--- src/rtl/cheat_pkg.sv ---
//==========================================================
// Cheat engine shared definitions
// Widths, typedefs, opcode and sequencer state enums,
// port map and watchdog constants
//==========================================================
package cheat_pkg;

    // Program store geometry
    localparam int PROG_AW    = 10;
    localparam int PROG_WORDS = 1024;

    typedef logic [21:0]        sdram_addr_t;
    typedef logic [15:0]        sdram_data_t;
    typedef logic [1:0]         sdram_mask_t;
    typedef logic [7:0]         port_id_t;
    typedef logic [7:0]         port_data_t;
    typedef logic [PROG_AW-1:0] prog_addr_t;
    // Opcode in 17:16, port in 15:8, data in 7:0
    typedef logic [17:0]        prog_word_t;
    typedef logic [4:0]         wdog_cnt_t;

    typedef enum logic [1:0] {
        OP_OUT  = 2'd0,
        OP_POLL = 2'd1,
        OP_JUMP = 2'd2,
        OP_HALT = 2'd3
    } opcode_e;

    typedef enum logic [2:0] {
        FETCH,
        DECODE,
        READ,
        TEST,
        HALTED
    } seq_state_e;

    // Port map
    localparam port_id_t PORT_SDRAM_LO  = 8'd0;
    localparam port_id_t PORT_LED       = 8'd6;
    localparam port_id_t PORT_RD_HI     = 8'd7;
    localparam port_id_t PORT_VRAM_AL   = 8'd8;
    localparam port_id_t PORT_VRAM_AH   = 8'd9;
    localparam port_id_t PORT_VRAM_WR   = 8'd10;
    localparam port_id_t PORT_VRAM_CTL  = 8'd11;
    localparam port_id_t PORT_ST_ADDR   = 8'd12;
    localparam port_id_t PORT_ST_DATA   = 8'd13;
    localparam port_id_t PORT_DEBUG     = 8'd15;
    localparam port_id_t PORT_FLAGS     = 8'd16;
    localparam port_id_t PORT_JOY       = 8'd24;
    localparam port_id_t PORT_KICK_BASE = 8'd64;
    localparam port_id_t PORT_SDRAM_REQ = 8'd128;
    localparam port_id_t PORT_STATUS    = 8'd128;

    // Blank starts without a kick before a restart
    localparam wdog_cnt_t WDOG_BLANKS = 5'd16;

endpackage

--- src/rtl/cheat_sdram_arb.sv ---
//==========================================================
// SDRAM bank 0 arbiter
// Game priority on an idle bank, request mux and
// response gating by owner
//==========================================================
`timescale 1ns/100ps

module cheat_sdram_arb (
    input  logic                   clk,
    input  logic                   prst,
    input  cheat_pkg::sdram_addr_t game_addr,
    input  logic                   game_rd,
    input  logic                   game_wr,
    input  cheat_pkg::sdram_data_t game_din,
    input  cheat_pkg::sdram_mask_t game_din_m,
    output logic                   game_ack,
    output logic                   game_dst,
    output logic                   game_rdy,
    input  logic                   req,
    input  logic                   req_wr,
    input  cheat_pkg::sdram_addr_t addr,
    input  cheat_pkg::sdram_data_t din,
    input  cheat_pkg::sdram_mask_t din_m,
    output logic                   cheat_ack,
    output logic                   cheat_dst,
    output cheat_pkg::sdram_data_t rd_data,
    output logic                   owner,
    output logic                   cheat_busy,
    output cheat_pkg::sdram_addr_t ba0_addr,
    output logic                   ba0_rd,
    output logic                   ba0_wr,
    output cheat_pkg::sdram_data_t ba0_din,
    output cheat_pkg::sdram_mask_t ba0_din_m,
    input  logic                   ba0_ack,
    input  logic                   ba0_dst,
    input  logic                   ba0_rdy,
    input  cheat_pkg::sdram_data_t data_read
);

    logic busy;
    logic game_req;
    logic cheat_sel;

    assign game_req = game_rd | game_wr;
    // An idle bank goes to the game in the cycle it asks
    assign cheat_sel = busy ? owner : (req & ~game_req);

    always_ff @(posedge clk) begin
        if (prst) begin
            busy       <= 1'b0;
            owner      <= 1'b0;
            cheat_busy <= 1'b0;
        end else begin
            if (ba0_rdy) begin
                busy <= 1'b0;
                if (owner) begin
                    cheat_busy <= 1'b0;
                end
            end
            if (!busy && (game_req || req)) begin
                busy       <= 1'b1;
                owner      <= cheat_sel;
                cheat_busy <= cheat_sel;
            end
        end
    end

    assign ba0_addr  = cheat_sel ? addr : game_addr;
    assign ba0_rd    = cheat_sel ? (req & ~req_wr) : game_rd;
    assign ba0_wr    = cheat_sel ? (req & req_wr) : game_wr;
    assign ba0_din   = cheat_sel ? din : game_din;
    assign ba0_din_m = cheat_sel ? din_m : game_din_m;

    assign game_ack  = ~cheat_sel & ba0_ack;
    assign game_dst  = ~cheat_sel & ba0_dst;
    assign game_rdy  = ~cheat_sel & ba0_rdy;
    assign cheat_ack = cheat_sel & ba0_ack;
    assign cheat_dst = cheat_sel & ba0_dst;
    assign rd_data   = data_read;

endmodule

--- config.mk ---
export PLATFORM = sky130hd
export DESIGN_NAME = cheat_sdram_arb
export DESIGN_NICKNAME = d
export VERILOG_FILES = /design/src/rtl/cheat_pkg.sv /design/src/rtl/cheat_sdram_arb.sv
export SDC_FILE = /design/constraint.sdc
export NUM_CORES = 1
export LEC_CHECK = 0
export BUFFER_PORTS_ARGS = -buffer_cell sky130_fd_sc_hd__buf_2
export CAP_MARGIN = 10
export CORE_AREA = 2 2 67 69
export CTS_CLUSTER_SIZE = 12
export DETAILED_ROUTE_END_ITERATION = 7
export DIE_AREA = 0 0 69 71
export PLACE_DENSITY = 0.7
export SYNTH_ARGS = -nofsm -noshare
export SYNTH_HDL_FRONTEND = slang
export SYNTH_SLANG_ARGS = --single-unit
--- constraint.sdc ---
create_clock -name clk -period 1.95 [get_ports clk]
set_input_delay 0.2925 -clock clk [delete_from_list [all_inputs] [get_ports clk]]
set_output_delay 0.2925 -clock clk [all_outputs]
set_load 0.01 [all_outputs]
## Word-level counts from Yosys, hierarchy flattened

Index checks and enable logic that the tools add are counted.
Widths: inputs -> output; s select.

- Bits in registers: 3
- Input bits: 105
- Output and inout bits: 65

- Mux-type cells: 11
- Bitwise gates (word level): 12
- Reductions and logical operators: 6

Operators with widths:

| cell | number |
|---|---|
| $mux 22 | 1 |
| $mux 16 | 1 |
| $and 1x1->1 | 8 |
| $mux 1 | 8 |
| $reduce_bool 2->1 | 2 |
| $not 1->1 | 3 |
| $mux 2 | 1 |
| $reduce_and 2->1 | 1 |
| $logic_and 1x1->1 | 1 |
| $logic_not 1->1 | 1 |
| $logic_or 1x1->1 | 1 |
| $or 1x1->1 | 1 |

## Longest topological paths before layout

- Word-level depth: 6
- Depth in mapped cells: 5
- Mapped depth without buffers: 3

## Worst setup path after synthesis

No wires, ideal clock.

- Path kind: reg-to-output
- Start point: reg busy
- End point: out ba0_din[12]
- Data arrival time: 1.264 ns
- Required time: 1.657 ns
- Setup slack: 0.394 ns
- Stages on the path, launching flop included: 6
- Path buffers: 2
- Cells stage by stage: dfxtp_1 nor2b_2 a22oi_2 buf_6 buf_6 mux2_4

- Longest elaborated chain between the ends: 2

RTL lines:

| item | RTL line | source |
|---|---|---|
| start: declaration | cheat_sdram_arb.sv:40 | `logic busy;` |
| start signal: assignment | cheat_sdram_arb.sv:50 | `busy <= 1'b0;` |
| start signal: assignment | cheat_sdram_arb.sv:55 | `busy <= 1'b0;` |
| start signal: assignment | cheat_sdram_arb.sv:61 | `busy <= 1'b1;` |
| $mux 1 | cheat_sdram_arb.sv:46 | `assign cheat_sel = busy ? owner : (req & ~game_req);` |
| $mux 16 | cheat_sdram_arb.sv:71 | `assign ba0_din = cheat_sel ? din : game_din;` |
| end: declaration | cheat_sdram_arb.sv:32 | `output cheat_pkg::sdram_data_t ba0_din,` |

Every way passes these cells.

## Worst setup path after layout

- Start point: reg busy
- End point: out ba0_addr[10]

- Longest elaborated chain between the ends: 2

RTL lines:

| item | RTL line | source |
|---|---|---|
| $mux 1 | cheat_sdram_arb.sv:46 |  |
| $mux 22 | cheat_sdram_arb.sv:68 | `assign ba0_addr = cheat_sel ? addr : game_addr;` |
| end: declaration | cheat_sdram_arb.sv:29 | `output cheat_pkg::sdram_addr_t ba0_addr,` |

Every way passes these cells.

==> flow_metrics.env <==
export IMPL_netlist_instances=85
export IMPL_rows=24
export IMPL_cts_hold_buf=0
export IMPL_drv_cap=0
export IMPL_clkPwrFrac=0.277
export IMPL_power_mw=0.635
export IMPL_status="finished, final reports clean"
export IMPL_fp_coreArea_um2=4200
export IMPL_root_buffer="clkbuf_8"
export IMPL_switching_share=0.298
export IMPL_max_stage_delay_ps=360
export IMPL_comb_power_share=0.612
export IMPL_p_switching_mw=0.189
export IMPL_postLayoutCoreUtil=0.394
export IMPL_worstRegToRegCells=3
export IMPL_slowest_stage="dfxtp_4"
export IMPL_die_y_um=71
export IMPL_max_slew_margin=0.841
export IMPL_synth_area_leader_cell="mux2_4"
export IMPL_cts_tree="done"
export IMPL_max_vdd_ir_drop_mv=0.299
export IMPL_antenna_left=0
export IMPL_crit_type="flop to output pin"
export IMPL_grt_max_degree=24
export IMPL_antenna_found_initial=0
export IMPL_die_w_um=69
export IMPL_clk_pin_slew_ps=30
export IMPL_drt_initial_drc_count=5
export IMPL_clock_insertion_delay_worst_skew_ps=210
export IMPL_diodes=0
export IMPL_htree_levels=1
export IMPL_place_area_um2=1520
export IMPL_yosys_top_cells_area="mux2_4, mux2_2, buf_4"
export IMPL_synth_flop_cell="dfxtp_1"
export IMPL_post_route_min_period_ps=1860
export IMPL_io_buffers=137
export IMPL_clock_sink_count=3
export IMPL_synth_edf_count=0
export IMPL_final_layout_size_suffix_gt1_frac=0.900
export IMPL_min_path_type="input port to flop"
export IMPL_syn_nets=190
export IMPL_fin_nets=316
export IMPL_finalCritPeriodShare=0.953
export IMPL_setup_viol=0
export IMPL_yosysSeqAreaShare=0.0652
export IMPL_synth_area_um2=921
export IMPL_place_congestion=0.716
export IMPL_ys_ff_latch=3
export IMPL_syn2layout_area_growth_pct=79.9
export IMPL_cp_arrival_ps=1570
export IMPL_start_kind="flop"
export IMPL_synthDistinctLibCells=17
export IMPL_grt_pass1_vias=933
export IMPL_synthDominantCellAreaShare=0.391
export IMPL_drt_vias_per_instance=4.14
export IMPL_grt_pass1_wl_mm=4.06
export IMPL_avgRoutedWirePerCell_um=11.3
export IMPL_place_hpwl_mm=2.48
export IMPL_cts_buffer_depth=2
export IMPL_timing_fmax_ghz=0.538
export IMPL_synth_common_cells="mux2_4, buf_4, mux2_2, nor2_1"
export IMPL_rrSetupSlack_ps=1190
export IMPL_dieArea_um2=4900
export IMPL_leakagePower_nw=1.00
export IMPL_cp_required_ps=1660
export IMPL_critPathLaunch="busy$_SDFFE_PP0P_"
export IMPL_crit_path_cell_trace="nor2b_2, a22oi_2, buf_6, buf_12, mux2_2, buf_6"
export IMPL_grtUsageTotal=0.101
export IMPL_rr_endpoint="cheat_busy$_SDFFE_PP0P_"
export IMPL_whs_ps=270
export IMPL_crit_fanout=12
export IMPL_wl_mm=2.95
export IMPL_crit_end="ba0_addr[10]"
export IMPL_stdcell_area_um2=1660
export IMPL_synthArstFlopShare=0
export IMPL_drc=0
export IMPL_start_util=0.219
export IMPL_ios=170
export IMPL_slew_viol_final=0
export IMPL_regToRegStartpoint="busy$_SDFFE_PP0P_"
export IMPL_tightest_slew_ps=238
export IMPL_power_density_nw_per_um2=383
export IMPL_p_int_mw=0.446
export IMPL_rsz0062_at_grt="yes"
export IMPL_cp_common_cell="buf_6"
export IMPL_grt_ovfl_total=0
export IMPL_yosysMostFrequentCell="mux2_4"
export IMPL_finalHoldViolCount=0
export IMPL_drt_pass1_iterations=2
export IMPL_num_vias=1084
export IMPL_pwr_share_seq=0.110
export IMPL_syn_mean_instance_area_um2=10.8
export IMPL_cp_end_kind="output pin"
export IMPL_ys_warnings_count=0
export IMPL_numCtsBuffers=3
export IMPL_fin_skew_ps=1.05
-- power by group through the flow --
stage	registers [mW]	clock network, mW	logic, mW
after detailed placement	0.0710	0	0.367
final	0.0701	0.176	0.389
after global routing	0.0709	0.190	0.420
after floorplan	0.0717	0	0.237
after global placement	0.0711	0	0.361
after CTS	0.0707	0.183	0.380
-- metrics by stage --
step | std cells | setup WS, ps | setup TNS (ps)
2_1_floorplan | 85 | 394 | 0
3_3_place_gp | 255 | 91.9 | 0
3_5_place_dp | 255 | 58.0 | 0
4_1_cts | 261 | 42.4 | 0
5_1_grt | 262 | -5.80 | -7.32
6_report | 262 | 92.0 | 0
-- cells in the final DEF (no fill, tap or decap) --
cell,n
buf_2,134
mux2_4,25
mux2_2,16
nor2_1,4
buf_6,4
nor2b_1,3
and2_1,3
clkbuf_8,3
nand2_1,2
nor3_1,2
dfxtp_1,2
buf_12,2
nor2b_2,1
a22oi_2,1
inv_1,1
mux2i_1,1
a221oi_1,1
a21oi_1,1
dfxtp_4,1
clkbuf_1,1
buf_16,1
clkbuf_16,1
-- worst min path at each step --
stage | startpoint | to | slack, ps | cells past startpoint
after floorplan | prst | busy$_SDFFE_PP0P_ | 370 | 1
after global placement | prst | owner$_SDFFE_PP0P_ | 500 | 2
after detailed placement | prst | owner$_SDFFE_PP0P_ | 500 | 2
after CTS | prst | busy$_SDFFE_PP0P_ | 270 | 2
after global routing | prst | busy$_SDFFE_PP0P_ | 280 | 2
final | prst | busy$_SDFFE_PP0P_ | 270 | 2
-- layout make-up --
type	count	area (um^2)
Multi-Input combinational cell	60	671
Timing Repair Buffer	142	808
Sequential cell	3	63.8
Tap cell	52	65.1
Clock buffer	4	45.0
Fill cell	433	2550
Inverter	1	3.75
-- critical path: cells and delay by family, from the launching register on --
kind                   cells  cell delay [ps]
muxes                      1              350
buffers and inverters      3              450
DFF                        1              360
and+or+nand+nor            1               50
AOI/OAI and AO/OA          1              140
-- cells by family (layout without fill, tap and decap cells) --
group | after synthesis | after routing | synth area share
DFF | 3 | 3 | 0.0652
and+or+nand+nor | 15 | 15 | 0.0856
muxes | 42 | 42 | 0.610
buffers and inverters | 22 | 147 | 0.211
AOI/OAI and AO/OA | 3 | 3 | 0.0285
-- metal layers --
metal,vias up,part of all wire,wire [um],GRT usage
met5,-,0,0,0
met4,0,0,0,0.0196
met3,0,0.15,454,0.0484
met2,92,0.50,1470,0.187
met1,459,0.35,1020,0.103
li1,533,-,-,-
-- repair_timing --
item / CTS / global route
setup endpoints to repair: 41 / 20
pin swaps: 1 / 0
gates cloned: 1 / 1
buffers inserted: 1 / 0
resized for setup: 3 / 5
-- flip-flops by register name, indices dropped and copies added (netlist names) --
signal      cells
cheat_busy      1
busy            1
owner           1
No activity file was read; power rests on OpenSTA's default activity.
