$ cat config.mk
export PLATFORM = sky130hd
export DESIGN_NAME = cheat_sequencer_flat
export DESIGN_NICKNAME = d
export VERILOG_FILES = /design/src/rtl/cheat_pkg.sv /design/src/rtl/cheat_port_if.sv /design/src/rtl/cheat_sequencer.sv /design/src/flat_wrapper.sv
export SDC_FILE = /design/constraint.sdc
export NUM_CORES = 1
export LEC_CHECK = 0
export BUFFER_PORTS_ARGS = -buffer_cell sky130_fd_sc_hd__buf_4
export CORE_MARGIN = 10
export CORE_UTILIZATION = 30
export CTS_CLUSTER_SIZE = 14
export DETAILED_ROUTE_END_ITERATION = 16
export PLACE_DENSITY = 0.64
export SLEW_MARGIN = 20
export SYNTH_ARGS = -nofsm -noshare
export SYNTH_HDL_FRONTEND = slang
export SYNTH_SLANG_ARGS = --single-unit
$ cat constraint.sdc
create_clock -name clk -period 2.8 [get_ports clk]
set_input_delay 0.56 -clock clk [delete_from_list [all_inputs] [get_ports clk]]
set_output_delay 0.56 -clock clk [all_outputs]
set_load 0.01 [all_outputs]
$ cat src/rtl/cheat_pkg.sv
//==========================================================
// Cheat engine shared definitions
// Widths, typedefs, opcode and sequencer state enums,
// port map and watchdog constants
//==========================================================
package cheat_pkg;

    // Program store geometry
    localparam int PROG_AW    = 10;
    localparam int PROG_WORDS = 1024;

    typedef logic [21:0]        sdram_addr_t;
    typedef logic [15:0]        sdram_data_t;
    typedef logic [1:0]         sdram_mask_t;
    typedef logic [7:0]         port_id_t;
    typedef logic [7:0]         port_data_t;
    typedef logic [PROG_AW-1:0] prog_addr_t;
    // Opcode in 17:16, port in 15:8, data in 7:0
    typedef logic [17:0]        prog_word_t;
    typedef logic [4:0]         wdog_cnt_t;

    typedef enum logic [1:0] {
        OP_OUT  = 2'd0,
        OP_POLL = 2'd1,
        OP_JUMP = 2'd2,
        OP_HALT = 2'd3
    } opcode_e;

    typedef enum logic [2:0] {
        FETCH,
        DECODE,
        READ,
        TEST,
        HALTED
    } seq_state_e;

    // Port map
    localparam port_id_t PORT_SDRAM_LO  = 8'd0;
    localparam port_id_t PORT_LED       = 8'd6;
    localparam port_id_t PORT_RD_HI     = 8'd7;
    localparam port_id_t PORT_VRAM_AL   = 8'd8;
    localparam port_id_t PORT_VRAM_AH   = 8'd9;
    localparam port_id_t PORT_VRAM_WR   = 8'd10;
    localparam port_id_t PORT_VRAM_CTL  = 8'd11;
    localparam port_id_t PORT_ST_ADDR   = 8'd12;
    localparam port_id_t PORT_ST_DATA   = 8'd13;
    localparam port_id_t PORT_DEBUG     = 8'd15;
    localparam port_id_t PORT_FLAGS     = 8'd16;
    localparam port_id_t PORT_JOY       = 8'd24;
    localparam port_id_t PORT_KICK_BASE = 8'd64;
    localparam port_id_t PORT_SDRAM_REQ = 8'd128;
    localparam port_id_t PORT_STATUS    = 8'd128;

    // Blank starts without a kick before a restart
    localparam wdog_cnt_t WDOG_BLANKS = 5'd16;

endpackage

$ cat src/rtl/cheat_port_if.sv
//==========================================================
// Port bus between the script sequencer and the
// port register block
//==========================================================
`timescale 1ns/100ps

interface cheat_port_if;

    cheat_pkg::port_id_t   port_id;
    cheat_pkg::port_data_t out_data;
    logic                  wr;
    logic                  rd;
    // Valid from the cycle after rd
    cheat_pkg::port_data_t in_data;

    modport sequencer (
        output port_id, out_data, wr, rd,
        input  in_data
    );

    modport regs (
        input  port_id, out_data, wr, rd,
        output in_data
    );

endinterface

$ cat src/rtl/cheat_sequencer.sv
//==========================================================
// Script sequencer
// Fetch and execute FSM for OUT, POLL, JUMP and HALT
//==========================================================
`timescale 1ns/100ps

module cheat_sequencer (
    input  logic                  clk,
    input  logic                  core_rst,
    input  logic                  prog_en,
    output cheat_pkg::prog_addr_t fetch_addr,
    input  cheat_pkg::prog_word_t fetch_word,
    cheat_port_if.sequencer       port
);

    cheat_pkg::seq_state_e state;
    cheat_pkg::prog_addr_t pc;
    cheat_pkg::port_data_t poll_mask;
    cheat_pkg::opcode_e    op;
    cheat_pkg::port_id_t   op_port;
    cheat_pkg::port_data_t op_data;

    assign fetch_addr = pc;
    assign op         = cheat_pkg::opcode_e'(fetch_word[17:16]);
    assign op_port    = fetch_word[15:8];
    assign op_data    = fetch_word[7:0];

    // Operands of the decoded word stay put through polling
    always_ff @(posedge clk) begin
        if (state == cheat_pkg::DECODE) begin
            port.port_id  <= op_port;
            port.out_data <= op_data;
            poll_mask     <= op_data;
        end
    end

    always_ff @(posedge clk) begin
        if (core_rst || prog_en) begin
            state   <= cheat_pkg::FETCH;
            pc      <= '0;
            port.wr <= 1'b0;
            port.rd <= 1'b0;
        end else begin
            port.wr <= 1'b0;
            port.rd <= 1'b0;
            case (state)
                // RAM read in flight
                cheat_pkg::FETCH: state <= cheat_pkg::DECODE;
                cheat_pkg::DECODE: begin
                    case (op)
                        cheat_pkg::OP_OUT: begin
                            port.wr <= 1'b1;
                            pc      <= pc + 1'b1;
                            state   <= cheat_pkg::FETCH;
                        end
                        cheat_pkg::OP_POLL: begin
                            port.rd <= 1'b1;
                            state   <= cheat_pkg::READ;
                        end
                        cheat_pkg::OP_JUMP: begin
                            pc    <= {op_data, 2'b00};
                            state <= cheat_pkg::FETCH;
                        end
                        default: state <= cheat_pkg::HALTED;
                    endcase
                end
                // Port block registers in_data during this cycle
                cheat_pkg::READ: state <= cheat_pkg::TEST;
                cheat_pkg::TEST: begin
                    if ((port.in_data & poll_mask) == '0) begin
                        pc    <= pc + 1'b1;
                        state <= cheat_pkg::FETCH;
                    end else begin
                        port.rd <= 1'b1;
                        state   <= cheat_pkg::READ;
                    end
                end
                default: state <= cheat_pkg::HALTED;
            endcase
        end
    end

endmodule

$ cat src/flat_wrapper.sv
// flat-port wrapper written by rule: the top's interface ports become plain ports
module cheat_sequencer_flat 
  (clk, core_rst, prog_en, fetch_addr, fetch_word, port_port_id, port_out_data, port_wr, port_rd, port_in_data);
  cheat_port_if port_i ();
  input  logic clk;
  input  logic core_rst;
  input  logic prog_en;
  output cheat_pkg::prog_addr_t fetch_addr;
  input  cheat_pkg::prog_word_t fetch_word;
  output wire logic [$bits(port_i.port_id)-1:0] port_port_id;
  output wire logic [$bits(port_i.out_data)-1:0] port_out_data;
  output wire logic [$bits(port_i.wr)-1:0] port_wr;
  output wire logic [$bits(port_i.rd)-1:0] port_rd;
  input wire logic [$bits(port_i.in_data)-1:0] port_in_data;
  assign port_port_id = port_i.port_id;
  assign port_out_data = port_i.out_data;
  assign port_wr = port_i.wr;
  assign port_rd = port_i.rd;
  assign port_i.in_data = port_in_data;
  cheat_sequencer u_core (.clk(clk), .core_rst(core_rst), .prog_en(prog_en), .fetch_addr(fetch_addr), .fetch_word(fetch_word), .port(port_i));
endmodule
Word level (Yosys, flattened, before mapping)
Index checks and enable logic that the tools add are counted.
- latch bits: 0
- output and inout bits: 28
- bits in writable memories: 0
- flip-flop bits (word level): 31
- memories kept: 0
- ROM bits: 0
- bits of input ports: 29
- logic and storage cells: 34
- bitwise operators: 2
- order comparisons: 0
- divide/modulo/power cells: 0
- shift operators: 0
- multiply operators: 0
- mux-type cells: 10
- equal/unequal tests: 7
- reduce and logical (&&, ||, !) cells: 8
- add/subtract/negate cells: 1
- operator list (cell ; count):
    one-hot mux 10 bit (2 select lines) ; 2
    one-hot mux 3 bit (4 select lines) ; 1
    adder 10 x 1 -> 10 bit (second input constant) ; 1
    2-to-1 mux 10 bit ; 1
    AND 8 bit ; 1
    zero test 8 bit ; 1
    equality test 3 x 2 -> 1 bit (second input constant) ; 2
    one-hot mux 3 bit (2 select lines) ; 1
    OR reduction 2 bit ; 2
    equality test 3 x 1 -> 1 bit (second input constant) ; 1
    zero test 3 bit ; 1
    2-to-1 mux 1 bit ; 3
    != test 3 bit (second input constant) ; 1
    AND reduction 3 bit ; 1
    equality test 2 x 1 -> 1 bit (second input constant) ; 1
    equality test 2 bit (second input constant) ; 1
    zero test 2 bit ; 1
    2-to-1 mux 2 bit ; 1
    != test 2 x 1 -> 1 bit (second input constant) ; 1
    one-hot mux 1 bit (2 select lines) ; 1
    nonzero test 2 bit ; 1
    logical OR 1 bit ; 1
    inverter 1 bit ; 1

Longest topological paths before layout
- depth after elaboration: 4
- depth in mapped cells: 7
- depth with buffers taken out: 6

Worst setup path after synthesis
Ideal clock, no wire load.
- kind: input to register
- from: in port_in_data[0]
- to: reg u_core.pc[0] (netlist: u_core.fetch_addr[0])
- setup time: 70 ps
- stages: 5
- path slack: 1162 ps
- arrival time: 1568 ps
- buffers on the path: 0
- required time: 2730 ps
- path through: a22oi_1 -> nand4_1 -> o22a_4 -> or3_1 -> a21oi_1
- longest elaborated chain between the ends: 4
- ends and longest elaborated chain (what ; RTL line ; RTL):
    from (decl) ; flat_wrapper.sv:14 ; input wire logic [$bits(port_i.in_data)-1:0] port_in_data;
    AND 8 bit ; cheat_sequencer.sv:70 ; if ((port.in_data & poll_mask) == '0) begin
    zero test 8 bit ; cheat_sequencer.sv:70 ;
    != test 2 x 1 -> 1 bit (no line) ; n/a ;
    AND reduction 3 bit (no line) ; n/a ;
    to (signal assigned) ; cheat_sequencer.sv:53 ; pc <= pc + 1'b1;
    to (signal assigned) ; cheat_sequencer.sv:61 ; pc <= {op_data, 2'b00};
    to (signal assigned) ; cheat_sequencer.sv:71 ; pc <= pc + 1'b1;
    to (decl) ; cheat_sequencer.sv:17 ; cheat_pkg::prog_addr_t pc;
No other way between the ends.
A chain may end at the register's enable or synchronous reset.

Worst setup path in the final report
- from: reg u_core.state[2]
- to: reg u_core.state[1]
- longest elaborated chain between the ends: 2
- elaborated cells between the ends (all ways): 5
- classes of those cells: 3 x eq/ne; 1 x mux; 1 x reduce/logical
- ends and longest elaborated chain (what ; RTL line ; RTL):
    from (decl) ; cheat_sequencer.sv:16 ; cheat_pkg::seq_state_e state;
    from (signal assigned) ; cheat_sequencer.sv:39 ; state <= cheat_pkg::FETCH;
    from (signal assigned) ; cheat_sequencer.sv:48 ; cheat_pkg::FETCH: state <= cheat_pkg::DECODE;
    from (signal assigned) ; cheat_sequencer.sv:54 ; state <= cheat_pkg::FETCH;
    equality test 3 x 2 -> 1 bit (tied with other cells) ; cheat_sequencer.sv:46 ; case (state)
    one-hot mux 3 bit (4 select lines) * ; cheat_sequencer.sv:46 ;
Mark *: on every way between the ends. The rest lies on a longest branch, timed or not.

==> flow_metrics.py <==
metrics = {
    "setup_path": {
        "crit_path_start_kind": "flop",
        "r2r_setup_slack_ns": 1.04,
        "crit_type": "reg2reg",
        "cp.arrival_ns": 1.94,
        "reg2reg_to": "u_core.state[1]",
        "crit_fanout": 18,
        "required_ns": 2.98,
        "r2r_cells": 5,
        "rr_startpoint": "u_core.state[2]",
        "end_kind": "flop",
    },
    "detailed_routing": {
        "wl_per_cell_um": 16.65,
        "dr.pass1.iters": 4,
        "drc": 0,
        "drt-met1-wl_um": 1672,
        "vias": 1167,
        "postRouteAntennaNets": 0,
        "drt-initial-drc-count": 80,
        "wl_met3_um": 400,
        "avgViaCountPerCell": 5.141,
        "met2_wirelength_um": 1639,
        "top_layer": "met4",
        "wirelength_um": 3779,
    },
    "yosys": {
        "yosysTopAreaCellShare": 0.3692,
        "syn_inst": 118,
        "synthArstFlopShare": 0,
        "yosysUniqueCellTypes": 35,
        "avgSynthCellArea_um2": 11.03,
        "yosysSeqAreaShare": 0.6000,
        "syn_area_um2": 1301,
        "synth_area_leaders": "edfxtp_1 37%, dfxtp_1 23%, a21oi_1 5.0%",
        "synth_area_leader_cell": "edfxtp_1",
        "synth_flop_cell": "edfxtp_1",
        "ys_seq_elements": 31,
        "synth_edf_count": 16,
        "yosys_warnings": 0,
        "syn-num-nets": 148,
    },
    "global_routing": {
        "grt_first_pass_wirelength_um": 6175,
        "grt_overflow": 0,
        "grt_pass1_vias": 1211,
        "antenna_found_initial": 0,
        "grt_max_degree": 19,
        "grt_use_total": 0.1041,
    },
    "clock_network": {
        "cts_resized": 0,
        "clk_path_buf_depth": 2,
        "hold_buffers": 0,
        "cts_buffers": 5,
        "clk_latency_ns": 0.28,
        "postCtsSetupBuffers": 0,
        "htree_levels": 2,
        "root_buffer": "clkbuf_8",
        "path_clk_slew_ns": 0.06,
        "cts_tree": "done",
        "clock_sinks": 31,
    },
    "timing": {
        "tns_ns": 0,
        "fin_crit_ns": 1.761,
        "max_freq_ghz": 0.5680,
        "timing.final.crit_share": 0.6288,
        "fin_skew_ns": 0.006265,
        "worstMarginPinSlew_ns": 0.6237,
        "slew_viol_final": 0,
        "relSlewSlack": 0.5837,
        "rsz0062_at_grt": "no",
        "holdWs_ns": 0.4574,
        "hold_violations": 0,
        "setup-violations-final": 0,
    },
    "placed_design": {
        "gp_congestion": 0.8437,
        "hpwl_um": 3033,
        "port_buffers": 56,
        "postPlaceCellArea_um2": 1759,
    },
    "floorplan": {
        "io_pins": 57,
        "die_area_um2": 7372,
        "coreArea_um2": 4086,
        "fp.dieW_um": 85.86,
        "die_h_um": 85.86,
        "start_util": 0.3184,
        "placementRows": 23,
    },
    "status": {
        "status": "finished clean",
    },
    "power": {
        "power_mw": 0.9078,
        "irDropWorstVdd_uv": 163.6,
        "p_leak_nw": 0.7121,
        "powerDensity_nw_per_um2": 493.2,
    },
    "min_path": {
        "min_to": "u_core.port.port_id[2]",
        "min_from": "fetch_word[10]",
        "hp-class": "in2reg",
        "worstHoldPathCells": 1,
    },
    "cells_and_area": {
        "drive_gt1_frac": 0.3672,
        "multi_input_area_um2": 484.2,
        "seq_area_um2": 780.7,
        "n_antenna_cell": 0,
        "fillers": 400,
        "fin_area_um2": 1841,
        "area_growth_pct": 41.44,
        "nets": 206,
    },
    "flow_run": {
        "drv_cap": 0,
    },
}
[worst max-delay path by stage]
stage / endpoint / start
floorplan: u_core.fetch_addr[0] / port_in_data[0]
global placement: u_core.fetch_addr[0] / port_in_data[1]
detailed placement: u_core.fetch_addr[0] / port_in_data[1]
CTS: u_core.port.rd / u_core.state[2]
global route: u_core.port.rd / u_core.state[2]
finish: u_core.state[1] / u_core.state[2]
[Yosys cell counts, types with 3 or more instances]
cell,instances
edfxtp_1,16
dfxtp_1,15
a21oi_1,13
nand2_1,10
nor3_1,5
o21ai_0,5
a22oi_1,4
inv_1,3
nand3_1,3
nand3b_1,3
nor2_1,3
nor4_1,3
o211ai_1,3
o31ai_1,3
o32ai_1,3
[cell type report]
type / instances / share of cell area
Sequential cell: 31 / 0.4242
Timing Repair Buffer: 56 / 0.2284
Inverter: 3 / 0.006118
Clock buffer: 6 / 0.03943
Clock inverter: 2 / 0.004759
Tap cell: 50 / 0.03399
Multi-Input combinational cell: 79 / 0.2631
[sequential cells by signal, indices dropped and copies added (netlist names)]
register	count
u_core.port.rd	1
u_core.fetch_addr	10
u_core.port.port_id	8
u_core.port.out_data	8
u_core.port.wr	1
u_core.state	3
[cells by family after synthesis]
kind of cell               Yosys count  share of synthesized area
DFF                                 31                     0.6000
AOI/OAI and AO/OA                   39                     0.2000
adders and majority gates            1                   0.009614
buffers and inverters                8                    0.02789
and+or+nand+nor                     39                     0.1625
[routing by layer]
metal / GRT usage / up-vias
met5: 0 / -
met4: 0.05988 / 0
met3: 0.04068 / 7
met2: 0.1521 / 67
met1: 0.1265 / 519
li1: - / 574
[report_power, final]
group	switching, mW	leakage [nW]	internal [mW]
logic	0.0452	0.400	0.0481
clock network	0.146	0.0426	0.170
registers	0.00647	0.270	0.492
[critical path, stage by stage (launching register included)]
cell	delay [ns]
dfxtp_1	0.34
nand2b_1	0.17
or2_4	0.26
inv_1	0.47
nand3b_1	0.18
a211oi_1	0.25
[placed cells by master, fill, tap and decap left out, drive strengths merged, types with 2 or more instances in the layout]
| cell | Yosys | routed |
|---|---|---|
| a211oi | 2 | 2 |
| clkinv | 0 | 2 |
| o21a | 2 | 2 |
| a21oi | 13 | 13 |
| buf | 3 | 56 |
| o31ai | 3 | 3 |
| dfxtp | 15 | 15 |
| nor2 | 3 | 3 |
| inv | 3 | 3 |
| and2 | 2 | 2 |
| o32ai | 3 | 3 |
| nor3 | 5 | 5 |
| nand3b | 3 | 3 |
| nand3 | 3 | 3 |
| nand2 | 10 | 10 |
| clkbuf | 2 | 6 |
| o21ai | 5 | 5 |
| and3 | 2 | 2 |
| edfxtp | 16 | 16 |
| nand4 | 2 | 2 |
| or2 | 2 | 2 |
| nor4 | 3 | 3 |
| a22oi | 4 | 4 |
| o211ai | 3 | 3 |
[stage by stage]
step	cells	setup WS, ns	util
global placement	219	0.8519	0.4305
global route	227	0.8026	0.4504
finish	227	1.039	0.4504
CTS	227	1.006	0.4504
floorplan	118	1.162	-
detailed placement	219	0.7868	0.4305
Power figures use the tool's default switching activity.
