**src/rtl/cheat_pkg.sv**
```systemverilog
//==========================================================
// Cheat engine shared definitions
// Widths, typedefs, opcode and sequencer state enums,
// port map and watchdog constants
//==========================================================
package cheat_pkg;

    // Program store geometry
    localparam int PROG_AW    = 10;
    localparam int PROG_WORDS = 1024;

    typedef logic [21:0]        sdram_addr_t;
    typedef logic [15:0]        sdram_data_t;
    typedef logic [1:0]         sdram_mask_t;
    typedef logic [7:0]         port_id_t;
    typedef logic [7:0]         port_data_t;
    typedef logic [PROG_AW-1:0] prog_addr_t;
    // Opcode in 17:16, port in 15:8, data in 7:0
    typedef logic [17:0]        prog_word_t;
    typedef logic [4:0]         wdog_cnt_t;

    typedef enum logic [1:0] {
        OP_OUT  = 2'd0,
        OP_POLL = 2'd1,
        OP_JUMP = 2'd2,
        OP_HALT = 2'd3
    } opcode_e;

    typedef enum logic [2:0] {
        FETCH,
        DECODE,
        READ,
        TEST,
        HALTED
    } seq_state_e;

    // Port map
    localparam port_id_t PORT_SDRAM_LO  = 8'd0;
    localparam port_id_t PORT_LED       = 8'd6;
    localparam port_id_t PORT_RD_HI     = 8'd7;
    localparam port_id_t PORT_VRAM_AL   = 8'd8;
    localparam port_id_t PORT_VRAM_AH   = 8'd9;
    localparam port_id_t PORT_VRAM_WR   = 8'd10;
    localparam port_id_t PORT_VRAM_CTL  = 8'd11;
    localparam port_id_t PORT_ST_ADDR   = 8'd12;
    localparam port_id_t PORT_ST_DATA   = 8'd13;
    localparam port_id_t PORT_DEBUG     = 8'd15;
    localparam port_id_t PORT_FLAGS     = 8'd16;
    localparam port_id_t PORT_JOY       = 8'd24;
    localparam port_id_t PORT_KICK_BASE = 8'd64;
    localparam port_id_t PORT_SDRAM_REQ = 8'd128;
    localparam port_id_t PORT_STATUS    = 8'd128;

    // Blank starts without a kick before a restart
    localparam wdog_cnt_t WDOG_BLANKS = 5'd16;

endpackage

```
**src/rtl/cheat_port_if.sv**
```systemverilog
//==========================================================
// Port bus between the script sequencer and the
// port register block
//==========================================================
`timescale 1ns/100ps

interface cheat_port_if;

    cheat_pkg::port_id_t   port_id;
    cheat_pkg::port_data_t out_data;
    logic                  wr;
    logic                  rd;
    // Valid from the cycle after rd
    cheat_pkg::port_data_t in_data;

    modport sequencer (
        output port_id, out_data, wr, rd,
        input  in_data
    );

    modport regs (
        input  port_id, out_data, wr, rd,
        output in_data
    );

endinterface

```
**src/rtl/cheat_port_regs.sv**
```systemverilog
//==========================================================
// Port register block
// SDRAM request bytes, VRAM port, status address, LED,
// vertical blank watchdog and the registered read mux
//==========================================================
`timescale 1ns/100ps

module cheat_port_regs (
    input  logic                   clk,
    input  logic                   prst,
    input  logic                   core_rst,
    cheat_port_if.regs             port,
    input  logic                   lvbl,
    input  logic [31:0]            flags,
    input  cheat_pkg::port_data_t  joy0,
    input  cheat_pkg::port_data_t  debug_bus,
    input  cheat_pkg::port_data_t  st_dout,
    input  cheat_pkg::port_data_t  vram_din,
    output cheat_pkg::port_data_t  st_addr,
    output logic [9:0]             vram_addr,
    output cheat_pkg::port_data_t  vram_dout,
    output logic                   vram_we,
    output logic [2:0]             vram_ctrl,
    output logic                   led,
    output logic                   req,
    output logic                   req_wr,
    output cheat_pkg::sdram_addr_t addr,
    output cheat_pkg::sdram_data_t din,
    output cheat_pkg::sdram_mask_t din_m,
    input  logic                   cheat_ack,
    input  logic                   cheat_dst,
    input  cheat_pkg::sdram_data_t rd_data,
    input  logic                   owner,
    input  logic                   cheat_busy,
    output logic                   wdog_expire
);

    cheat_pkg::port_data_t  sdram_regs [0:5];
    cheat_pkg::sdram_data_t rd_q;
    cheat_pkg::wdog_cnt_t   wdog_cnt;
    logic                   lvbl_last;
    logic                   blank_start;
    logic                   kick;

    assign addr        = {sdram_regs[2][5:0], sdram_regs[1], sdram_regs[0]};
    assign din         = {sdram_regs[4], sdram_regs[3]};
    assign din_m       = sdram_regs[5][1:0];
    assign blank_start = lvbl_last & ~lvbl;
    assign kick        = port.wr && port.port_id[7:6] == cheat_pkg::PORT_KICK_BASE[7:6];
    assign wdog_expire = wdog_cnt == cheat_pkg::WDOG_BLANKS;

    // Payload bytes
    always_ff @(posedge clk) begin
        if (port.wr) begin
            if (port.port_id < cheat_pkg::PORT_LED) begin
                sdram_regs[port.port_id[2:0]] <= port.out_data;
            end
            case (port.port_id)
                cheat_pkg::PORT_VRAM_AL: vram_addr[4:0] <= port.out_data[4:0];
                cheat_pkg::PORT_VRAM_AH: vram_addr[9:5] <= port.out_data[4:0];
                cheat_pkg::PORT_VRAM_WR: vram_dout      <= port.out_data;
                cheat_pkg::PORT_ST_ADDR: st_addr        <= port.out_data;
                default: ;
            endcase
        end
        if (cheat_dst) begin
            rd_q <= rd_data;
        end
    end

    always_ff @(posedge clk) begin
        if (core_rst) begin
            vram_we   <= 1'b0;
            vram_ctrl <= 3'd0;
            led       <= 1'b0;
        end else begin
            vram_we <= port.wr && port.port_id == cheat_pkg::PORT_VRAM_WR;
            if (port.wr && port.port_id == cheat_pkg::PORT_VRAM_CTL) begin
                vram_ctrl <= port.out_data[2:0];
            end
            if (port.wr && port.port_id == cheat_pkg::PORT_LED) begin
                led <= port.out_data[0];
            end
        end
    end

    // SDRAM request and LVBL edge register
    always_ff @(posedge clk) begin
        if (prst) begin
            req       <= 1'b0;
            req_wr    <= 1'b0;
            lvbl_last <= 1'b0;
        end else begin
            lvbl_last <= lvbl;
            if (!req && port.wr && port.port_id >= cheat_pkg::PORT_SDRAM_REQ) begin
                req    <= 1'b1;
                req_wr <= port.port_id[6];
            end else if (cheat_ack) begin
                req <= 1'b0;
            end
        end
    end

    // Watchdog on falling LVBL
    always_ff @(posedge clk) begin
        if (core_rst || kick) begin
            wdog_cnt <= '0;
        end else if (blank_start && !wdog_expire) begin
            wdog_cnt <= wdog_cnt + 1'b1;
        end
    end

    always_ff @(posedge clk) begin
        if (core_rst) begin
            port.in_data <= '0;
        end else if (port.rd) begin
            case (port.port_id)
                cheat_pkg::PORT_LED:     port.in_data <= rd_q[7:0];
                cheat_pkg::PORT_RD_HI:   port.in_data <= rd_q[15:8];
                cheat_pkg::PORT_VRAM_WR: port.in_data <= vram_din;
                cheat_pkg::PORT_ST_DATA: port.in_data <= st_dout;
                cheat_pkg::PORT_DEBUG:   port.in_data <= debug_bus;
                cheat_pkg::PORT_JOY:     port.in_data <= joy0;
                // Busy covers a pending request as well
                cheat_pkg::PORT_STATUS:
                    port.in_data <= {owner, req | cheat_busy, lvbl, 5'd0};
                default: begin
                    if (port.port_id[7:3] == cheat_pkg::PORT_SDRAM_LO[7:3]) begin
                        port.in_data <= sdram_regs[port.port_id[2:0]];
                    end else if (port.port_id[7:2] == cheat_pkg::PORT_FLAGS[7:2]) begin
                        port.in_data <= flags[{port.port_id[1:0], 3'b000} +: 8];
                    end else begin
                        port.in_data <= '0;
                    end
                end
            endcase
        end
    end

endmodule

```
**src/flat_wrapper.sv**
```systemverilog
// flat-port wrapper written by rule: the top's interface ports become plain ports
module cheat_port_regs_flat 
  (clk, prst, core_rst, lvbl, flags, joy0, debug_bus, st_dout, vram_din, st_addr, vram_addr, vram_dout, vram_we, vram_ctrl, led, req, req_wr, addr, din, din_m, cheat_ack, cheat_dst, rd_data, owner, cheat_busy, wdog_expire, port_port_id, port_out_data, port_wr, port_rd, port_in_data);
  cheat_port_if port_i ();
  input  logic clk;
  input  logic prst;
  input  logic core_rst;
  input  logic lvbl;
  input  logic [31:0] flags;
  input  cheat_pkg::port_data_t joy0;
  input  cheat_pkg::port_data_t debug_bus;
  input  cheat_pkg::port_data_t st_dout;
  input  cheat_pkg::port_data_t vram_din;
  output cheat_pkg::port_data_t st_addr;
  output logic [9:0] vram_addr;
  output cheat_pkg::port_data_t vram_dout;
  output logic vram_we;
  output logic [2:0] vram_ctrl;
  output logic led;
  output logic req;
  output logic req_wr;
  output cheat_pkg::sdram_addr_t addr;
  output cheat_pkg::sdram_data_t din;
  output cheat_pkg::sdram_mask_t din_m;
  input  logic cheat_ack;
  input  logic cheat_dst;
  input  cheat_pkg::sdram_data_t rd_data;
  input  logic owner;
  input  logic cheat_busy;
  output logic wdog_expire;
  input wire logic [$bits(port_i.port_id)-1:0] port_port_id;
  input wire logic [$bits(port_i.out_data)-1:0] port_out_data;
  input wire logic [$bits(port_i.wr)-1:0] port_wr;
  input wire logic [$bits(port_i.rd)-1:0] port_rd;
  output wire logic [$bits(port_i.in_data)-1:0] port_in_data;
  assign port_i.port_id = port_port_id;
  assign port_i.out_data = port_out_data;
  assign port_i.wr = port_wr;
  assign port_i.rd = port_rd;
  assign port_in_data = port_i.in_data;
  cheat_port_regs u_core (.clk(clk), .prst(prst), .core_rst(core_rst), .port(port_i), .lvbl(lvbl), .flags(flags), .joy0(joy0), .debug_bus(debug_bus), .st_dout(st_dout), .vram_din(vram_din), .st_addr(st_addr), .vram_addr(vram_addr), .vram_dout(vram_dout), .vram_we(vram_we), .vram_ctrl(vram_ctrl), .led(led), .req(req), .req_wr(req_wr), .addr(addr), .din(din), .din_m(din_m), .cheat_ack(cheat_ack), .cheat_dst(cheat_dst), .rd_data(rd_data), .owner(owner), .cheat_busy(cheat_busy), .wdog_expire(wdog_expire));
endmodule
```
**config.mk**
```make
export PLATFORM = sky130hd
export DESIGN_NAME = cheat_port_regs_flat
export DESIGN_NICKNAME = d
export VERILOG_FILES = /design/src/rtl/cheat_pkg.sv /design/src/rtl/cheat_port_if.sv /design/src/rtl/cheat_port_regs.sv /design/src/flat_wrapper.sv
export SDC_FILE = /design/constraint.sdc
export NUM_CORES = 1
export LEC_CHECK = 0
export BUFFER_PORTS_ARGS = -buffer_cell sky130_fd_sc_hd__buf_2
export CAP_MARGIN = 0
export CORE_MARGIN = 2
export CORE_UTILIZATION = 50
export DETAILED_ROUTE_END_ITERATION = 10
export GPL_TIMING_DRIVEN = 0
export PLACE_DENSITY = 0.8
export SLEW_MARGIN = 30
export SYNTH_ARGS = -nofsm -noshare
export SYNTH_HDL_FRONTEND = slang
export SYNTH_SLANG_ARGS = --single-unit
```
**constraint.sdc**
```tcl
create_clock -name clk -period 2.5 [get_ports clk]
set_input_delay 0.375 -clock clk [delete_from_list [all_inputs] [get_ports clk]]
set_output_delay 0.375 -clock clk [all_outputs]
set_load 0.02 [all_outputs]
```
Word-level counts from Yosys, hierarchy flattened --
Memory sizes are Yosys's and may differ from the RTL's. Index checks and enable logic that the tools add are counted.
Storage, ports and cells: flip-flop bits (word level) 63, RAM bits 48, input port bits 106, output and inout bits 82, logic and storage cells 59, memories kept 1
Operators by class: $add $sub $neg 1, order comparisons 2, eq/ne operators 14, shift-type cells 1, multiplexer cells 8, bitwise gates (word level) 3, reductions and logical operators 16
Memories:
- u_core.sdram_regs | depth 6, bits a word 8, read ports 7, clocked after Yosys merged registers in 0, write ports 1, RTL line cheat_port_regs.sv:38 | cheat_pkg::port_data_t sdram_regs [0:5];
Operator list (count):
- 8-bit by 4-bit equality test with 1-bit output, second input constant | 7
- 8-bit case mux with 7 select lines | 1
- 32-bit by 6-bit variable part select with 8-bit output | 1
- 8-bit by 3-bit equality test with 1-bit output, second input constant | 2
- 8-bit two-way mux | 2
- 8-bit by 5-bit equality test with 1-bit output, second input constant | 1
- 8-bit equality test, second input constant | 1
- 8-bit greater-or-equal comparator, second input constant | 1
- 8-bit by 3-bit < comparator with 1-bit output, second input constant | 1
- 2-bit AND reduction | 4
- 1-bit logical AND | 7
- 6-bit by 3-bit equality test with 1-bit output, second input constant | 1
- 5-bit by 1-bit adder with 5-bit output, second input constant | 1
- 5-bit equality test, second input constant | 1
- 5-bit zero test | 1
- 1-bit two-way mux | 5
- 2-bit by 1-bit equality test with 1-bit output, second input constant | 1
- 1-bit zero test | 2
- 2-bit nonzero test | 1
- 1-bit AND | 1
- 1-bit logical OR | 1
- 1-bit inverter | 1
- 1-bit OR | 1

Longest topological paths before layout --
Gate-level depths: netlist (run 1).
depth after elaboration 4, mapped depth 8, depth with buffers taken out 7

Least setup slack after synthesis (run 1) --
OpenSTA, ideal clock, no wires.
kind input-to-reg, start in port_port_id[0], end reg u_core.port.in_data[6], setup time 0.123 ns, data arrival time 2.116 ns, required time 2.377 ns, path slack 0.261 ns, stages on the path 8, buffers on the path 4, path through clkbuf_1 > buf_2 > buf_2 > buf_2 > mux2i_1 > a2bb2oi_1 > o211ai_1 > a311o_2
Between the ends: cells in the longest elaborated chain, start to end 4, elaborated cells between the ends (all ways) 12, classes of those cells eq/ne: 7; shift: 1; mux: 3; memory: 1
Ends and longest elaborated chain:
- start, declared | RTL line flat_wrapper.sv:31 | input wire logic [$bits(port_i.port_id)-1:0] port_port_id;
- 32-bit by 6-bit variable part select with 8-bit output | RTL line cheat_port_regs.sv:131 | port.in_data <= flags[{port.port_id[1:0], 3'b000} +: 8];
- 8-bit two-way mux | RTL line cheat_port_regs.sv:130 | end else if (port.port_id[7:2] == cheat_pkg::PORT_FLAGS[7:2]) begin
- 8-bit two-way mux | RTL line cheat_port_regs.sv:128 | if (port.port_id[7:3] == cheat_pkg::PORT_SDRAM_LO[7:3]) begin
- 8-bit case mux with 7 select lines (*) | RTL line cheat_port_regs.sv:117 | case (port.port_id)
- end signal, assigned | RTL line cheat_port_regs.sv:118 | cheat_pkg::PORT_LED: port.in_data <= rd_q[7:0];
- end signal, assigned | RTL line cheat_port_regs.sv:129 | port.in_data <= sdram_regs[port.port_id[2:0]];
- end signal, assigned | RTL line cheat_port_regs.sv:131
- end, declared | RTL line cheat_port_if.sv:23 | output in_data
Mark *: on every way between the ends. The rest lies on a longest branch, timed or not. A chain may end at the register's enable or synchronous reset.

Worst setup path in the final report (run 1) --
start in port_port_id[0], end mem u_core.sdram_regs[4][3] (netlist name), enable pin
Between the ends: cells in the longest elaborated chain, start to end 4
Ends and longest elaborated chain:
- 8-bit by 3-bit < comparator with 1-bit output | RTL line cheat_port_regs.sv:55 | if (port.port_id < cheat_pkg::PORT_LED) begin
- 1-bit two-way mux | RTL line cheat_port_regs.sv:55
- 1-bit two-way mux | RTL line cheat_port_regs.sv:54 | if (port.wr) begin
- 1-bit two-way mux (implied by the code) | RTL line cheat_port_regs.sv:56 | sdram_regs[port.port_id[2:0]] <= port.out_data;
- end, declared | RTL line cheat_port_regs.sv:38
Parallel ways exist; a longest one is shown, timed or not.

==> results of run 1 <==
## worst paths after layout
path | to | cells past startpoint
worst max-delay path | u_core.sdram_regs[4][3] | 7
worst min-delay path | u_core.rd_q[6] | 1
worst max register to register | u_core.wdog_cnt[3] | 7
worst min register to register | u_core.port.in_data[2] | 1
## routing by layer
layer	part of all wire (%)	vias to the layer above	GRT usage, %	wire length, um
li1	-	1831	-	-
met1	36	1960	29.49	5529
met2	51	242	44.51	7906
met3	10	33	9.504	1534
met4	2.5	0	11.08	389
met5	0	-	0	0
## sequential cells by signal, summed over array words and instances (netlist names)
register / flops
u_core.vram_we: 1
u_core.port.in_data: 8
u_core.lvbl_last: 1
u_core.sdram_regs: 64
u_core.vram_addr: 10
u_core.vram_ctrl: 3
u_core.vram_dout: 8
u_core.wdog_cnt: 5
u_core.led: 1
u_core.st_addr: 8
u_core.rd_q: 16
u_core.req_wr: 1
u_core.req: 1
## layout by cell type, fill, tap and decap left out, drive strengths merged, types with 2 or more instances in the layout
cell type  count
edfxtp       106
and3           4
o22a           2
xor2           3
a211oi         2
nor4           3
mux4          22
inv           10
conb          16
a222oi         3
ha             2
a21oi          6
mux2i         23
clkinv         3
nor2b          4
o2111ai        2
nand3         11
a32o           5
or2            3
buf          200
nand4          7
nor3           3
clkbuf        28
mux2           4
a2bb2oi        5
clkinvlp       3
nor3b          4
o21ai          2
nand2b         4
nand3b         2
nor2          31
o211ai         8
dfxtp         21
bufinv         3
nand2         12
## where the power goes
group	internal (uW)	switching [uW]	leakage [uW]
clock	1530	932	0.000283
combinational	166	198	0.00144
sequential	2350	16.8	0.00115
## stage by stage
step	area [um2]	hold slack, ns	setup slack, ns
2_1_floorplan	5545	0.4441	0.2613
3_3_place_gp	6636	0.4477	-0.2727
3_5_place_dp	6641	0.4482	-0.2283
4_1_cts	7238	0.003519	0.3462
5_1_grt	7238	0.006135	0.2306
6_report	7238	0.02533	0.3523
## kinds of logic (layout without fill, tap and decap cells)
logic type / Yosys count / in the layout / share of synthesized area (%)
flip-flops: 127 / 127 / 65.65
AND/OR/NAND/NOR: 94 / 94 / 9.277
multiplexers: 49 / 49 / 14.04
AO/OA/AOI/OAI: 45 / 45 / 6.839
buffers and inverters: 32 / 247 / 3.032
XOR/XNOR: 4 / 4 / 0.6384
adder cells (fa/ha/maj): 2 / 2 / 0.4558
other: 1 / 16 / 0.06832
## area by class of cell
type                       instances  area share [%]
sequential                       127           49.78
multi-input combinational        210           24.60
timing repair buffer             183           12.65
clock buffer                      18           5.774
clock inverter                    14           2.472
tap                              140           2.420
buffer                            27           2.040
inverter                           5          0.2593
## cell usage after synthesis, types with 2 or more instances
library cell | n | share of area, %
sky130_fd_sc_hd__buf_2 | 6 | 0.55
sky130_fd_sc_hd__a2bb2oi_1 | 5 | 0.80
sky130_fd_sc_hd__nand2b_1 | 4 | 0.46
sky130_fd_sc_hd__buf_1 | 2 | 0.14
sky130_fd_sc_hd__nand3_1 | 11 | 1.0
sky130_fd_sc_hd__nand2_1 | 12 | 0.82
sky130_fd_sc_hd__xor2_1 | 3 | 0.48
sky130_fd_sc_hd__nor4_1 | 2 | 0.23
sky130_fd_sc_hd__a32o_1 | 5 | 0.91
sky130_fd_sc_hd__nor3b_1 | 4 | 0.55
sky130_fd_sc_hd__a21oi_1 | 6 | 0.55
sky130_fd_sc_hd__mux2i_1 | 23 | 4.2
sky130_fd_sc_hd__nor2b_1 | 4 | 0.46
sky130_fd_sc_hd__o21ai_0 | 2 | 0.18
sky130_fd_sc_hd__inv_1 | 4 | 0.27
sky130_fd_sc_hd__nor2_1 | 31 | 2.1
sky130_fd_sc_hd__buf_4 | 8 | 1.1
sky130_fd_sc_hd__mux2_2 | 4 | 0.82
sky130_fd_sc_hd__nand3b_1 | 2 | 0.27
sky130_fd_sc_hd__clkbuf_1 | 9 | 0.62
sky130_fd_sc_hd__o22a_1 | 2 | 0.32
sky130_fd_sc_hd__edfxtp_1 | 106 | 58
sky130_fd_sc_hd__mux4_2 | 22 | 9.0
sky130_fd_sc_hd__or2_2 | 3 | 0.34
sky130_fd_sc_hd__a222oi_1 | 3 | 0.55
sky130_fd_sc_hd__o211ai_1 | 8 | 1.1
sky130_fd_sc_hd__dfxtp_1 | 21 | 7.7
sky130_fd_sc_hd__ha_1 | 2 | 0.46
sky130_fd_sc_hd__a211oi_1 | 2 | 0.27
sky130_fd_sc_hd__o2111ai_1 | 2 | 0.32
sky130_fd_sc_hd__nor3_1 | 3 | 0.27
sky130_fd_sc_hd__nand4_1 | 7 | 0.80
sky130_fd_sc_hd__and3_1 | 4 | 0.46
==> PnR_summary.wiki, run 1 <==
{| class="wikitable"
! Metric !! Value
|-
| Cell with the largest stage delay on the worst path || sky130_fd_sc_hd__nor2_1
|-
| Worst path arrival time || between 2 and 2.5 ns
|-
| Vias after detailed routing || 4066
|-
| Layout cell share with drive strength beyond 1 || 46.23%
|-
| Number of DRC violations after detailed-routing iteration 0 || 298
|-
| Via count normalized by instance count || about 5.6
|-
| # Post-CTS Setup Buffers || 0
|-
| Syn_area_per_cell || approximately 16 um2
|-
| CTS resizes || 0
|-
| CTS buffer count || 17
|-
| Setup-failing EPs final || 0
|-
| Count of clock tree sinks || 127
|-
| Power density relative to cell area || approximately 720 mW/mm2
|-
| Placed wire-length estimate || approximately 11000 um
|-
| Crit end category || register
|-
| Htree depth || 4
|-
| Total inserted antenna cells || 0
|-
| Post-layout min period || around 2.1 ns
|-
| Clock Tree Buf Depth || 2
|-
| FF-to-FF setup slack || about 0.6 ns
|-
| Maximum clock rate || 465.6 MHz
|-
| Final Hold Vio Count || 0
|-
| Worst-Skew Late Latency || 0.52 ns
|-
| Sequential cell area || 0.003603 mm2
|-
| Worst Max-Slew Pin Slew || 0.9997 ns
|-
| Wire length per cell || between 20 and 25 um
|-
| Type of the worst min-delay path || primary input to register
|-
| Filler-free cell count of the finished design || 724
|-
| Number of global-route vias before repair || 4085
|-
| Number of cell rows || 38
|-
| Maximum clock skew at final layout || 0.007989 ns
|-
| IO Pins || between 150 and 200
|-
| Final Routed Wirelength || 15360 um
|-
| Worst vdd rail ir drop || 0.0006247 V
|-
| Number of buffers added on ports || ~180
|-
| Inst Count DP || ~700
|-
| Cell family with the largest share of critical-path delay || simple AND/OR/NAND/NOR gates
|-
| Warnings from Yosys || 0
|-
| Unrepaired setup endpoints after global routing || false
|-
| CTS tree || yes
|-
| Library cell appearing most often on the critical path || sky130_fd_sc_hd__buf_2
|-
| Tot GR Track Use || roughly a quarter
|-
| WP buf/inv || 4
|-
| Pin count of the biggest net entering global routing || 17
|-
| First drt pass iteration count || 6
|-
| Die H || 108.8 um
|-
| Fraction of the cycle the final worst path needs || 85.91%
|-
| Critical path data required time || 2.64 ns
|-
| Start point of the worst hold path || rd_data[6]
|-
| Total number of nets in the final design || 679
|-
| Syn Inst Count || approximately 350
|-
| Wire length of the first global-routing pass || 21780 um
|-
| Static power due to leakage || between 0.002 and 0.003 uW
|-
| Total overflow reported by the global router || 0
|-
| Post-synth cell types || 55
|-
| Area of the placeable core || about 0.011 mm2
|-
| Starting density of the core || around half
|-
| Chain of cells forming the critical path || clkbuf_1, buf_2, buf_2, buf_2, nor2_1, nand3_1, nor2_1
|-
| R2r startpoint || u_core.wdog_cnt[0]
|-
| Filler cell count || about 770
|-
| Relative slew slack || about a third
|-
| Number of antenna violations at the first check in global routing || 0
|-
| Setup crit start || port_port_id[0]
|-
| Max-cap viol count || 0
|-
| Final Max Tran Viols || 0
|-
| Classification of the worst setup path || primary input to register
|-
| Setup TNS || 0 ns
|-
| Remaining antenna violation count after routing || 0
|-
| Dominant register cell in the synthesized netlist || sky130_fd_sc_hd__edfxtp_1
|-
| Run status || complete, no violations
|-
| Root buffer selected by CTS || sky130_fd_sc_hd__clkbuf_8
|-
| Horizontal die dimension || 108.8 um
|-
| Layout-stage area growth over the synthesis result || 31.87%
|-
| Final core utilization || between 60 and 70%
|-
| Weighted congestion reported at the end of routability-driven placement || a little over 0.8
|-
| Area of the multi-input gates || ~0.0018 mm2
|-
| Mapped cell area || ~0.0055 mm2
|-
| Overall power consumption || approximately 5200 uW
|-
| Crit Path Max Fanout || 10
|-
| Number of flops mapped to enable cells by yosys || between 100 and 150
|-
| Share of async-settable or async-resettable flops after synthesis || 0%
|-
| CTS clock-pin slew for the worst setup and hold paths || around 0.060 ns
|-
| Synth Register Bits || approximately 130
|-
| Part of the Yosys area used for sequential elements || 65.65%
|-
| Post-route DRC || 0
|-
| CP startpoint kind || primary input
|-
| Number of hold buffers added after cts || 0
|-
| Die Footprint || 0.01183 mm2
|-
| Critical path's largest stage delay || a little over 0.7 ns
|}
Note: power is estimated with default switching activity, not from simulation.
==> inputs of run 2 (changes only) <==
- REMOVE_ABC_BUFFERS: not set -> 1
==> run 2 against run 1 <==
Compared with the run above: critical path depth is 2 lower; non-clock buffer count decreased by 23; clock skew shrank 0.0021 ns; first-iteration DRC count fell by 1.7%; worst hold slack got worse by 0.0029 ns; power shrank 4.3%; cell count is 3.2% lower; global-route usage fell by 1.5 points; clock-buffer cell count decreased by 1; clock power down 8.1%; critical endpoint is now u_core.sdram_regs[1][5].
==> PnR_summary.wiki, run 2 (synthesis gave the netlist of run 1 again) <==
{| class="wikitable"
! Metric !! Value
|-
| Run status || complete, no violations
|-
| Static power due to leakage || 0.002789 uW (-2.8%)
|-
| Area of the placeable core || 0.01079 mm2 (unchanged)
|-
| CTS resizes || 0 (unchanged)
|-
| Vias after detailed routing || 3962 (-2.6%)
|-
| Relative slew slack || 38.47% (+5.4 points)
|-
| WP buf/inv || 1 (-3)
|-
| Leading cell type in the layout, fill and taps excluded || sky130_fd_sc_hd__buf_2
|-
| Htree depth || 4 (unchanged)
|-
| Layout-stage area growth over the synthesis result || 28.81%
|-
| Max-cap viol count || 0 (unchanged)
|-
| Weighted congestion reported at the end of routability-driven placement || 0.8431 (+3.5%)
|-
| Classification of the worst setup path || primary input to register
|-
| CTS buffer count || 17 (unchanged)
|-
| Area of the multi-input gates || 0.001778 mm2 (-0.14%)
|-
| Worst-Skew Late Latency || 0.52 ns (about the same)
|-
| Wire length per cell || 20.04 um (-5.5%)
|-
| Inst Count DP || 669 (-3.3%)
|-
| Post-route DRC || 0 (unchanged)
|-
| Wire length of the first global-routing pass || 20910 um (-4.0%)
|-
| Total number of nets in the final design || 656 (-3.4%)
|-
| Cell with the largest stage delay on the worst path || sky130_fd_sc_hd__nor2_1
|-
| Number of hold buffers added after cts || 0 (unchanged)
|-
| Setup-failing EPs final || 0 (unchanged)
|-
| Horizontal die dimension || 108.8 um (unchanged)
|-
| Post-layout instance area || 0.007071 mm2 (-2.3%)
|-
| Final Hold Vio Count || 0 (unchanged)
|-
| Number of flip-flops in the largest register || 64 (unchanged)
|-
| Number of buffers added on ports || 187 (+2.2%)
|-
| Total overflow reported by the global router || 0 (unchanged)
|-
| Instance area at placement || 0.006511 mm2 (-2.0%)
|-
| Maximum clock skew at final layout || 0.005935 ns (-0.002054 ns)
|-
| Die Footprint || 0.01183 mm2 (unchanged)
|-
| Type of the worst min-delay path || primary input to register
|-
| Number of global-route vias before repair || 3919 (-4.1%)
|-
| Layout cell share with drive strength beyond 1 || 45.99% (-0.24 points)
|-
| Chain of cells forming the critical path || buf_2, nor4_4, nor2b_1, nand2_1, nor2_1
|-
| Worst Max-Slew Pin Slew || 0.9196 ns (-0.08012 ns)
|-
| Placed wire-length estimate || 10390 um (-6.8%)
|-
| Power density relative to cell area || 703.3 mW/mm2 (-2.0%)
|-
| Final Routed Wirelength || 14050 um (-8.5%)
|-
| First drt pass iteration count || 5 (-1)
|-
| Overall power consumption || 4972 uW (-4.3%)
|-
| IO Pins || 188 (unchanged)
|-
| CTS tree || yes
|-
| Clock Tree Buf Depth || 2 (unchanged)
|-
| Via count normalized by instance count || 5.652 (+0.64%)
|-
| Unrepaired setup endpoints after global routing || false
|-
| Cell family with the largest share of critical-path delay || simple AND/OR/NAND/NOR gates
|-
| Critical path's largest stage delay || 0.72 ns (about the same)
|-
| Count of clock tree sinks || 127 (unchanged)
|-
| Starting density of the core || 50.86% (unchanged)
|-
| CP startpoint kind || primary input
|-
| Setup TNS || 0 ns (unchanged)
|-
| Die H || 108.8 um (unchanged)
|-
| Tot GR Track Use || 24.51% (-1.5 points)
|-
| Worst vdd rail ir drop || 0.0005808 V (-7.0%)
|-
| Number of DRC violations after detailed-routing iteration 0 || 293 (-1.7%)
|-
| Post-layout min period || 2.147 ns (-0.0004640 ns)
|-
| Total inserted antenna cells || 0 (unchanged)
|-
| # Post-CTS Setup Buffers || 0 (unchanged)
|-
| Filler cell count || 776 (+1.0%)
|-
| Crit end category || register
|-
| Pin count of the biggest net entering global routing || 44 (+27)
|-
| Number of antenna violations at the first check in global routing || 0 (unchanged)
|-
| Worst path arrival time || 2.29 ns (about the same)
|-
| Fraction of the cycle the final worst path needs || 85.89% (about the same)
|-
| Root buffer selected by CTS || sky130_fd_sc_hd__clkbuf_8
|-
| Remaining antenna violation count after routing || 0 (unchanged)
|-
| Number of cell rows || 38 (unchanged)
|-
| Commonest non-fill, non-tap cells in the layout || sky130_fd_sc_hd__buf_2, sky130_fd_sc_hd__edfxtp_1, sky130_fd_sc_hd__nor2_1
|-
| Critical path data required time || 2.65 ns (about the same)
|-
| Final Max Tran Viols || 0 (unchanged)
|-
| Crit Path Max Fanout || 10 (unchanged)
|-
| Maximum clock rate || 465.7 MHz (about the same)
|-
| Filler-free cell count of the finished design || 701 (-3.2%)
|-
| Sequential cell area || 0.003603 mm2 (unchanged)
|-
| CTS clock-pin slew for the worst setup and hold paths || 0.06 ns (about the same)
|}
run 2: changes by cell type in the layout (fill, tap and decap cells not counted), moves of 2 or more:
cell	change
sky130_fd_sc_hd__buf_2	-3
sky130_fd_sc_hd__buf_1	-2
sky130_fd_sc_hd__inv_6	+2
sky130_fd_sc_hd__clkinv_4	-2
sky130_fd_sc_hd__buf_4	-7
sky130_fd_sc_hd__bufinv_16	-3
sky130_fd_sc_hd__inv_8	+4
sky130_fd_sc_hd__clkbuf_1	-10
run 2: report_power, final:
group | switching [uW] | leakage [uW] | internal (uW)
Combinational | 183 | 0.00137 | 161
Sequential | 15.4 | 0.00115 | 2350
Clock | 997 | 0.000271 | 1270
run 2: final timing paths:
| check | endpoint | startpoint | slack [ns] | cells after the start |
|---|---|---|---|---|
| setup reg to reg | u_core.wdog_cnt[4] | u_core.wdog_cnt[0] | 0.54 | 7 |
| hold / removal | u_core.rd_q[13] | rd_data[13] | 0.02 | 1 |
| setup / recovery | u_core.sdram_regs[1][5] | port_port_id[6] | 0.35 | 5 |
| hold reg to reg | u_core.port.in_data[3] | u_core.port.in_data[3] | 0.48 | 1 |
run 2: through the flow:
stage | util (%) | setup slack (ns) | hold WS (ns)
2_1_floorplan | - | 0.4920 | 0.4441
3_3_place_gp | 60.31 | -0.4986 | 0.4524
3_5_place_dp | 60.33 | -0.1899 | 0.4668
4_1_cts | 65.49 | 0.3726 | 0.008707
5_1_grt | 65.51 | 0.2441 | 0.008878
6_report | 65.51 | 0.3528 | 0.02240
run 2: final cells by class:
| type | count | area share [%] |
|---|---|---|
| Clock buffer | 17 | 5.857 |
| Clock inverter | 15 | 2.017 |
| Inverter | 5 | 0.2654 |
| Multi-Input combinational cell | 210 | 25.15 |
| Sequential cell | 127 | 50.96 |
| Tap cell | 140 | 2.477 |
| Timing Repair Buffer | 187 | 13.27 |
run 2: routing by layer:
metal	global-route usage (%)	up-vias	wire, um
met4	10.99	0	351
met2	39.55	205	6815
met1	29.59	1942	5416
met3	8.966	31	1465
li1	-	1784	-
met5	0	-	0
